<file path="config.mk">
export PLATFORM = sky130hd
export DESIGN_NAME = axi_delayer
export DESIGN_NICKNAME = d
export VERILOG_FILES = /design/src/design/axi_delay_pkg.sv /design/src/design/stall_gen.sv /design/src/design/chan_delay_stage.sv /design/src/design/axi_delayer.sv
export SDC_FILE = /design/constraint.sdc
export NUM_CORES = 1
export LEC_CHECK = 0
export BUFFER_PORTS_ARGS = -buffer_cell sky130_fd_sc_hd__buf_2
export CAP_MARGIN = 20
export CORE_ASPECT_RATIO = 1.5
export CORE_UTILIZATION = 30
export DETAILED_ROUTE_END_ITERATION = 10
export MAX_ROUTING_LAYER = met4
export SETUP_SLACK_MARGIN = 0.2
export SLEW_MARGIN = 20
export SYNTH_ARGS = -nofsm -noshare
export SYNTH_HDL_FRONTEND = slang
export SYNTH_SLANG_ARGS = --single-unit
export TNS_END_PERCENT = 30
</file>
<file path="constraint.sdc">
create_clock -name clk -period 3.2 [get_ports clk]
set_input_delay 0.64 -clock clk [delete_from_list [all_inputs] [get_ports clk]]
set_output_delay 0.64 -clock clk [all_outputs]
set_load 0.02 [all_outputs]
</file>
<file path="src/design/axi_delay_pkg.sv">
// AXI delayer package with bus widths, delay settings and packed channel and bundle types
package axi_delay_pkg;

  // AXI field widths, matching the bus this delayer sits on
  localparam int addr_width = 32;
  localparam int data_width = 32;
  localparam int id_width   = 8;
  localparam int user_width = 8;

  // One strobe bit per data byte
  localparam int strb_width = data_width / 8;

  // Minimum number of cycles a beat stays inside a stage
  localparam int fixed_delay = 2;

  // Number of beats each stage can hold at once
  localparam int stage_depth = 4;

  // Derived widths for the stage pointers, fill count and age counters
  localparam int ptr_width   = (stage_depth > 1) ? $clog2(stage_depth) : 1;
  localparam int count_width = $clog2(stage_depth + 1);
  localparam int age_width   = (fixed_delay > 0) ? $clog2(fixed_delay + 1) : 1;

  // Width of the stall pattern LFSR
  localparam int lfsr_width = 16;

  // Address beat, shared by the write and read address channels
  typedef struct packed {
    logic [id_width-1:0]   id;
    logic [addr_width-1:0] addr;
    logic [7:0]            len;
    logic [2:0]            size;
    logic [1:0]            burst;
    logic [user_width-1:0] user;
  } aw_chan_t;

  // The read address channel carries the same layout
  typedef aw_chan_t ar_chan_t;

  // Write data beat
  typedef struct packed {
    logic [data_width-1:0] data;
    logic [strb_width-1:0] strb;
    logic                  last;
    logic [user_width-1:0] user;
  } w_chan_t;

  // Write response beat
  typedef struct packed {
    logic [id_width-1:0]   id;
    logic [1:0]            resp;
    logic [user_width-1:0] user;
  } b_chan_t;

  // Read data beat
  typedef struct packed {
    logic [id_width-1:0]   id;
    logic [data_width-1:0] data;
    logic [1:0]            resp;
    logic                  last;
    logic [user_width-1:0] user;
  } r_chan_t;

  // Everything a manager drives toward a subordinate
  typedef struct packed {
    aw_chan_t aw;
    logic     aw_valid;
    w_chan_t  w;
    logic     w_valid;
    ar_chan_t ar;
    logic     ar_valid;
    logic     b_ready;
    logic     r_ready;
  } axi_req_t;

  // Everything a subordinate drives back toward the manager
  typedef struct packed {
    logic    aw_ready;
    logic    w_ready;
    logic    ar_ready;
    b_chan_t b;
    logic    b_valid;
    r_chan_t r;
    logic    r_valid;
  } axi_resp_t;

endpackage

</file>
<file path="src/design/stall_gen.sv">
// Pseudo-random stall source for one channel, built on a 16-bit Fibonacci LFSR
`timescale 1ns/1ps

module stall_gen
  import axi_delay_pkg::*;
#(
  // Start value of the LFSR, any nonzero value works
  parameter logic [lfsr_width-1:0] seed = 16'hace1
) (
  input  logic clk,
  input  logic rst_n,
  input  logic advance,
  output logic stall
);

  logic [lfsr_width-1:0] lfsr_q;
  logic                  feedback;

  // Taps 16, 14, 13 and 11 give a maximal-length sequence
  // Bit 15 here is tap 16, counting taps from one
  assign feedback = lfsr_q[15] ^ lfsr_q[13] ^ lfsr_q[12] ^ lfsr_q[10];

  // The register only moves while the stage is trying to release a beat
  // This keeps the stall pattern tied to release attempts and not to idle time
  always_ff @(posedge clk) begin
    if (!rst_n) begin
      lfsr_q <= seed;
    end else if (advance) begin
      lfsr_q <= {lfsr_q[lfsr_width-2:0], feedback};
    end
  end

  // Both low bits set happens about one time in four
  assign stall = lfsr_q[1] & lfsr_q[0];

endmodule

</file>
<file path="src/design/chan_delay_stage.sv">
// Valid/ready delay stage that holds each beat for a fixed time plus random stalls
`timescale 1ns/1ps

module chan_delay_stage
  import axi_delay_pkg::*;
#(
  // Channel payload, one of the package channel structs
  parameter type payload_t = logic,
  // Seed for this stage's stall generator
  parameter logic [lfsr_width-1:0] seed = 16'hace1
) (
  input  logic     clk,
  input  logic     rst_n,
  input  logic     in_valid,
  output logic     in_ready,
  input  payload_t in_data,
  output logic     out_valid,
  input  logic     out_ready,
  output payload_t out_data
);

  // Beat storage and one age counter per entry
  payload_t             mem [stage_depth];
  logic [age_width-1:0] age_q [stage_depth];

  // Circular buffer pointers and fill level
  logic [ptr_width-1:0]   head_q;
  logic [ptr_width-1:0]   tail_q;
  logic [count_width-1:0] count_q;

  // Set once the head has been offered downstream and not yet taken
  logic presented_q;

  logic push;
  logic pop;
  logic head_old;
  logic stall;
  logic advance;

  // Input handshake and storage

  // The stage only refuses a beat when every entry is occupied
  assign in_ready = (count_q != count_width'(stage_depth));
  assign push     = in_valid & in_ready;

  // Each accepted beat is written at the tail
  always_ff @(posedge clk) begin
    if (push) begin
      mem[tail_q] <= in_data;
    end
  end

  // Age tracking and release decision

  // Every age counter climbs by one per cycle and stops at the fixed delay
  // A newly written entry restarts at zero on the cycle it is accepted
  always_ff @(posedge clk) begin
    if (!rst_n) begin
      for (int i = 0; i < stage_depth; i++) begin
        age_q[i] <= '0;
      end
    end else begin
      for (int i = 0; i < stage_depth; i++) begin
        if (push && (tail_q == ptr_width'(i))) begin
          age_q[i] <= '0;
        end else if (age_q[i] < age_width'(fixed_delay)) begin
          age_q[i] <= age_q[i] + 1'b1;
        end
      end
    end
  end

  // The head has served its minimum time and may be released
  assign head_old = (count_q != '0) && (age_q[head_q] >= age_width'(fixed_delay));

  // The stall pattern only steps while a release is being attempted
  assign advance = head_old & ~presented_q;

  stall_gen #(
    .seed (seed)
  ) stall_gen0 (
    .clk     (clk),
    .rst_n   (rst_n),
    .advance (advance),
    .stall   (stall)
  );

  // Output handshake

  // A stall can only hold back the first offer, a raised valid stays raised
  assign out_valid = presented_q | (head_old & ~stall);
  assign out_data  = mem[head_q];
  assign pop       = out_valid & out_ready;

  // Remember an offer that was not taken so valid stays high until ready
  always_ff @(posedge clk) begin
    if (!rst_n) begin
      presented_q <= 1'b0;
    end else if (pop) begin
      presented_q <= 1'b0;
    end else if (out_valid) begin
      presented_q <= 1'b1;
    end
  end

  // Pointer and fill level bookkeeping
  always_ff @(posedge clk) begin
    if (!rst_n) begin
      head_q  <= '0;
      tail_q  <= '0;
      count_q <= '0;
    end else begin
      if (push) begin
        // Wrap explicitly so a depth that is not a power of two still works
        if (tail_q == ptr_width'(stage_depth - 1)) begin
          tail_q <= '0;
        end else begin
          tail_q <= tail_q + 1'b1;
        end
      end
      if (pop) begin
        if (head_q == ptr_width'(stage_depth - 1)) begin
          head_q <= '0;
        end else begin
          head_q <= head_q + 1'b1;
        end
      end
      // Simultaneous push and pop leave the fill level unchanged
      if (push && !pop) begin
        count_q <= count_q + 1'b1;
      end else if (pop && !push) begin
        count_q <= count_q - 1'b1;
      end
    end
  end

endmodule

</file>
<file path="src/design/axi_delayer.sv">
// AXI4 channel delayer that places one delay stage on each of the five channels
`timescale 1ns/1ps

module axi_delayer
  import axi_delay_pkg::*;
(
  input  logic      clk,
  input  logic      rst_n,
  // Manager side, requests come in and responses go out
  input  axi_req_t  slv_req,
  output axi_resp_t slv_resp,
  // Subordinate side, requests go out and responses come in
  output axi_req_t  mst_req,
  input  axi_resp_t mst_resp
);

  // Write address travels downstream
  chan_delay_stage #(
    .payload_t (aw_chan_t),
    .seed      (16'hace1)
  ) aw_stage (
    .clk       (clk),
    .rst_n     (rst_n),
    .in_valid  (slv_req.aw_valid),
    .in_ready  (slv_resp.aw_ready),
    .in_data   (slv_req.aw),
    .out_valid (mst_req.aw_valid),
    .out_ready (mst_resp.aw_ready),
    .out_data  (mst_req.aw)
  );

  // Write data travels downstream
  chan_delay_stage #(
    .payload_t (w_chan_t),
    .seed      (16'h1d2b)
  ) w_stage (
    .clk       (clk),
    .rst_n     (rst_n),
    .in_valid  (slv_req.w_valid),
    .in_ready  (slv_resp.w_ready),
    .in_data   (slv_req.w),
    .out_valid (mst_req.w_valid),
    .out_ready (mst_resp.w_ready),
    .out_data  (mst_req.w)
  );

  // Read address travels downstream
  chan_delay_stage #(
    .payload_t (ar_chan_t),
    .seed      (16'h5a37)
  ) ar_stage (
    .clk       (clk),
    .rst_n     (rst_n),
    .in_valid  (slv_req.ar_valid),
    .in_ready  (slv_resp.ar_ready),
    .in_data   (slv_req.ar),
    .out_valid (mst_req.ar_valid),
    .out_ready (mst_resp.ar_ready),
    .out_data  (mst_req.ar)
  );

  // Write response comes back upstream
  // Its ready toward the subordinate is the stage's own input ready
  chan_delay_stage #(
    .payload_t (b_chan_t),
    .seed      (16'hb3c9)
  ) b_stage (
    .clk       (clk),
    .rst_n     (rst_n),
    .in_valid  (mst_resp.b_valid),
    .in_ready  (mst_req.b_ready),
    .in_data   (mst_resp.b),
    .out_valid (slv_resp.b_valid),
    .out_ready (slv_req.b_ready),
    .out_data  (slv_resp.b)
  );

  // Read data comes back upstream
  chan_delay_stage #(
    .payload_t (r_chan_t),
    .seed      (16'h7e45)
  ) r_stage (
    .clk       (clk),
    .rst_n     (rst_n),
    .in_valid  (mst_resp.r_valid),
    .in_ready  (mst_req.r_ready),
    .in_data   (mst_resp.r),
    .out_valid (slv_resp.r_valid),
    .out_ready (slv_req.r_ready),
    .out_data  (slv_resp.r)
  );

endmodule

</file>
==> key figures, run 1 <==
Setup path
  – CP bufs+invs: 2
  – Crit Path Class: flip-flop to output pin
  – Nature of the critical path startpoint: flip-flop
  – Worst reg2reg setup slack: between 0.4 and 0.5 ns
  – Crit path capture type: output pin
  – CP max stage delay: 0.55 ns
  – Reg-to-Reg End: b_stage.count_q[2]
  – R2R cell count: 8
  – Cell family with most CP delay: buffers and inverters
  – Crit-path cells: bufbuf_16, mux4_2, buf_2
  – Worst-path fanout max: 30
  – Worst EP arrival: 2.27 ns
  – Data required time of the critical path: 2.56 ns
  – RR Startpoint: b_stage.age_q[3][1]
  – Worst path slowest cell: mux4_2

Floorplanning
  – Die extent in x: between 300 and 400 um
  – FP Rows: roughly 170
  – Die area: 140000 sq um
  – Core area: between 100000 and 150000 sq um
  – Die Y-Extent: about 460 um
  – Num ports: ~500
  – Initial Utilization: a little under a third

Placement
  – Gpl congestion: about 0.73
  – HPWL after DPL: 53300 um
  – PortBufs: 493
  – Dpl ws: between 0.3 and 0.4 ns
  – Post-Place Cell Area: ~46000 sq um
  – Placed Cells incl. Taps: between 4000 and 5000

STA
  – Actual slew at the worst max-slew pin: 1.00 ns
  – PnR worst setup slack: roughly 0.29 ns
  – Clk_skew: between 0.02 and 0.03 ns
  – Slew Limit Headroom: between 30% and 40%
  – Hold Vio Cnt, Final: 0
  – Setup TNS: 0 ns
  – Max Fclk: roughly 340 MHz
  – Worst Hold Slack: 0.107 ns
  – Pins Over Slew Limit: 0
  – Final min period: between 2 and 3 ns
  – Final period util: 91.0%
  – Unrepaired setup endpoints after global routing: yes
  – Final setup vio count: 0

Synth
  – Mapped Nets: approximately 2300
  – Synth async-reset ratio: 0%
  – Post-Syn Instances: approximately 2000
  – Synth top area share: slightly above 70%
  – Post-Syn Area: between 40000 and 50000 sq um
  – Top cells by area, synth: edfxtp_1 (71%), mux4_2 (13%), dfxtp_1 (6.2%)
  – Synth area leader: edfxtp_1
  – Yosys reg bits: 1114
  – Yosys synthesis warning count: 0
  – Mapped Avg Cell Area: ~21 sq um
  – Yosys cell types: 36
  – Ys flop type: edfxtp_1
  – Sequential area share after synthesis: 77.2%
  – EDFF count, synth: ~980

Route
  – DR DRC count: 0
  – Vias: 20369
  – First-pass DRT Iterations: 4
  – Drt first-iter violations: around 1300
  – Routed WL: roughly 86000 um
  – Antenna-violating nets left: 0
  – Vias per cell: around 4.6
  – Wirelength per Cell: 19.5 um

Clocking
  – CTS tree: done
  – CTS clock-pin slew for the worst setup and hold paths: roughly 0.06 ns
  – Htree depth: 3
  – Total clock buffers created by CTS: roughly 100
  – Maximum root-to-sink buffer count: 3
  – Clock Tree Root: clkbuf_16
  – TritonCTS sink count: 1114
  – Clk_lat worst skew: 0.73 ns

Global routing
  – Gr usage total: between 10% and 20%
  – First-pass GRT wire length: between 100000 and 150000 um
  – Vias in the first global route: 21306
  – Largest net degree at the start of global routing: around 120
  – Met1 Use GR: 14.1%
  – Met3 usage: under 10%
  – GR peak layer: met2
  – Total congestion overflow: 0
  – Initial antenna violation count: 21
  – Met2 usage: a little over 20%

Power and ir drop
  – Leakage: approximately 17 nW
  – Pwr Density: 713 nW/um^2
  – Total power: 35.7 mW
  – Maximum vdd drop: 0.622 mV

Layout
  – Fin util: 36.4%
  – Final nets: between 2000 and 3000
  – Commonest non-fill, non-tap cells in the layout: edfxtp_1 (984), buf_2 (491), mux4_2 (239)
  – Fin area: approximately 50000 sq um
  – Fin cells: between 4000 and 5000
  – Layout overhead on the synthesized area: 20.3%
  – Most common cell after layout, fill and taps aside: edfxtp_1
  – Share of post-route cells with drive strength above 1: between 30% and 40%

Min path
  – Worst hold path class: input pin to flip-flop
  – Worst hold endpoint: ar_stage.presented_q
  – Hold path startpoint: mst_resp[71]
  – Min-Delay Path Depth: 2

Status
  – Status: complete, no violations

Flow run
  – Max-cap violation count: 0
## how the worst max path moves through the flow
| stage | end | depth (start not counted) | slack (ns) |
|---|---|---|---|
| after floorplan | aw_stage.age_q[3][0] | 2 | 0.46 |
| after global placement | ar_stage.count_q[2] | 8 | 0.38 |
| after detailed placement | ar_stage.count_q[2] | 8 | 0.35 |
| after CTS | slv_resp[28] | 3 | 0.12 |
| after global routing | mst_req[114] | 3 | 0.17 |
| final | mst_req[114] | 3 | 0.29 |
## report_power, final
part	leakage (nW)	switching, mW	internal (mW)
sequential	10.2	0.525	17.5
combinational	4.99	3.20	2.05
clock	1.69	5.40	7.05
## cell type report
type | count | area [sq um]
clock inverters | 72 | 716
inverters | 48 | 183
fillers | 12773 | 87800
multi-input cells | 707 | 8820
clock buffers | 123 | 2740
flip-flops and latches | 1114 | 32200
diodes | 18 | 45.0
repair buffers | 551 | 3240
well taps | 1774 | 2220
## timing repair
item                       4_1_cts  5_1_grt
setup endpoints to repair      226      123
setup buffers                    0        4
hold buffers                     1        0
gates cloned                     3        2
gates resized for setup          7        5
hold endpoints to repair         1        0
## registers in the layout (all words and copies together), names as in the netlist, 16 cells and up, named ones only
signal                      count
w_stage.stall_gen0.lfsr_q      16
r_stage.mem                   204
aw_stage.mem                  244
b_stage.mem                    72
ar_stage.stall_gen0.lfsr_q     16
b_stage.stall_gen0.lfsr_q      16
r_stage.stall_gen0.lfsr_q      16
ar_stage.mem                  244
w_stage.mem                   180
aw_stage.stall_gen0.lfsr_q     16
## synthesized netlist by cell type (20+ instances only)
master	n
and3_1	25
buf_2	23
clkbuf_1	54
dfxtp_1	130
edfxtp_1	984
ha_1	30
inv_1	48
mux2i_1	69
mux4_2	239
nand2_1	79
nand3b_1	20
nand4_1	21
nor2_1	32
nor4_1	20
nor4b_1	20
## per-layer routing
layer	wire [um]	vias to the layer above
met5	0	-
met3	5830	126
met4	2240	0
met2	43700	501
li1	-	9205
met1	34200	10537
## cell families after synthesis
kind of cell,Yosys count,synth area share (%)
buffers and inverters,151,1.78
AOI/OAI and AO/OA,71,1.16
muxes,310,14.7
and+or+nand+nor,266,3.54
adders and majority gates,35,1.14
DFF,1114,77.2
xor gates and xnor gates,25,0.525
Power figures use the tool's default switching activity.
==> run 2: changes to the inputs <==
CTS_CLUSTER_SIZE = 20   (was not set)
clock period = 2.7 ns   (was 3.2 ns; I/O delays follow)
==> run 2 against run 1 <==
Effect of this change:
- combinational power rose by 48%
- the run now ends with setup timing left
- final cell count rose by 6.1%
- sequential share of layout area fell by 5.2 points
- clock skew fell by 0.0026 ns
- sequential power rose by 19%
- routed wire length rose by 8.2%
==> key figures, run 2 (same netlist as run 1, synthesis figures left out) <==
Layout
  – Largest registers: ar_stage.mem: 244 flops, aw_stage.mem: 244 flops, r_stage.mem: 204 flops
  – Fin cells: 4674
  – Commonest non-fill, non-tap cells in the layout: edfxtp_1 (984), buf_2 (312), mux4_2 (241)
  – Final nets: 3084
  – Most common cell after layout, fill and taps aside: edfxtp_1
  – Layout overhead on the synthesized area: 30.9%
  – Fillers: 12362
  – Share of post-route cells with drive strength above 1: 36.1%
  – Fin area: 54600 sq um

Placement
  – Placed Cells incl. Taps: 4190
  – Post-Place Cell Area: between 40000 and 50000 sq um
  – Dpl ws: about 0.13 ns
  – Gpl congestion: 0.740
  – HPWL after DPL: around 56000 um
  – PortBufs: around 490

Setup path
  – Nature of the critical path startpoint: flip-flop
  – CP bufs+invs: 4
  – CP max stage delay: 0.55 ns
  – Worst-path fanout max: 5
  – Worst EP arrival: between 2 and 2.5 ns
  – Crit-path cells: buf_6, buf_12, buf_16, mux4_2, buf_6
  – Most frequent CP cell: buf_6
  – Path length in cells of the critical path: 5
  – Worst path slowest cell: mux4_2
  – Cell family with most CP delay: multiplexers
  – R2R cell count: 9
  – Data required time of the critical path: ~2.2 ns
  – Crit path capture type: output pin
  – Crit Path Class: flip-flop to output pin

Power and ir drop
  – Leakage: between 15 and 20 nW
  – Sequential power share: 47.8%
  – Pwr Density: ~820 nW/um^2
  – Sw frac: around a quarter
  – P_sw: about 11 mW
  – Pint: between 30 and 40 mW
  – Combinational share of power: 17.4%
  – Maximum vdd drop: around 0.74 mV
  – Clock network fraction of design power: around a third
  – Total power: 44.7 mW

STA
  – Slew Limit Headroom: a little under half
  – Hold Vio Cnt, Final: 0
  – Setup TNS: -0.955 ns
  – Clk_skew: about 0.027 ns
  – Pins Over Slew Limit: 0
  – PnR worst setup slack: -0.0602 ns
  – Final setup vio count: 57
  – Max Fclk: 362 MHz
  – Unrepaired setup endpoints after global routing: yes
  – Final min period: roughly 2.8 ns
  – Actual slew at the worst max-slew pin: slightly above 0.8 ns
  – Final period util: 102%

Clocking
  – TritonCTS sink count: roughly 1100
  – Maximum root-to-sink buffer count: 3
  – CTS clock-pin slew for the worst setup and hold paths: 0.06 ns
  – Clock Tree Root: clkbuf_16
  – Total clock buffers created by CTS: around 110
  – Htree depth: 3
  – CTS tree: done
  – Clk_lat worst skew: 0.73 ns

Route
  – Antenna-violating nets left: 0
  – DR DRC count: 0
  – First-pass DRT Iterations: 5
  – Vias per cell: ~4.6
  – Drt first-iter violations: roughly 1300
  – Routed WL: 93000 um
  – Vias: 21575
  – Wirelength per Cell: ~20 um

Global routing
  – Largest net degree at the start of global routing: ~120
  – Total congestion overflow: 0
  – Vias in the first global route: about 23000
  – Gr usage total: 13.3%
  – Initial antenna violation count: 9
  – First-pass GRT wire length: roughly 140000 um
  – Met1 Use GR: 15.1%
  – GR peak layer: met2
  – Met2 usage: 22.5%
  – Met3 usage: between 3 and 4%

Status
  – Failing checks: setup timing
  – Status: finished with violations

Floorplanning
  – Core area: 138000 sq um
  – Die area: roughly 140000 sq um
  – Die Y-Extent: ~460 um
  – FP Rows: around 170
  – Die extent in x: about 300 um
  – Initial Utilization: a little under a third
  – Num ports: between 400 and 500

Min path
  – Min-Delay Path Depth: 1
  – Worst hold path class: input pin to flip-flop

Flow run
  – Max-cap violation count: 0
run 2: cell count changes in the layout (fill, tap and decap cells not counted), sizes merged:
cell,delta
diode,-8
inv,+1
clkinv,-8
clkinvlp,+3
dlygate4sd3,+237
bufinv,+7
bufbuf,-1
buf,+36
run 2: final cells by class:
type	instances	area (sq um)	share of cell area, %
Sequential cell	1114	32200	59.0
Inverter	48	183	0.335
Clock inverter	75	893	1.64
Clock buffer	122	2730	5.01
Timing Repair Buffer	824	7410	13.6
Tap cell	1774	2220	4.07
Multi-Input combinational cell	707	8920	16.3
Antenna cell	10	25.0	0.0459
run 2: worst paths after layout:
| path | from | endpoint | slack, ns |
|---|---|---|---|
| worst min register to register | r_stage.stall_gen0.lfsr_q[8] | r_stage.stall_gen0.lfsr_q[8] | 0.46 |
| worst min-delay path | slv_req[18] | ar_stage.mem[1][15] | 0.1 |
| worst max-delay path | flip-flop | mst_req[142] | -0.06 |
| worst max register to register | flip-flop | w_stage.count_q[2] | 0.09 |
run 2: stage by stage:
stage | utilization [%] | hold WS [ns]
6_report | 39.6 | 0.0969
5_1_grt | 39.6 | 0.0906
4_1_cts | 39.2 | 0.0407
3_5_place_dp | 33.8 | 0.449
3_3_place_gp | 33.8 | 0.446
2_1_floorplan | - | 0.435
run 2: power groups by stage:
stage                     registers, mW  clock network (mW)  logic (mW)
final                              21.4                15.6        7.76
after CTS                          21.4                16.0        7.70
after floorplan                    21.6                   0        4.22
after detailed placement           21.8                   0        6.43
after global placement             21.7                   0        6.42
after global routing               21.5                16.6        8.32
run 2: repair_timing:
action                                  CTS  global route
pin swaps                                 8             4
endpoints found under the hold margin   937             0
gates cloned                             13             4
endpoints found under the setup margin  250           247
gates resized for setup                 303            90
hold buffers                            238             0
buffers inserted                         18             4
run 2: per-layer routing:
layer / wire (um) / up-vias
li1: - / 9747
met1: 37200 / 11100
met2: 46900 / 598
met3: 6430 / 130
met4: 2470 / 0
met5: 0 / -
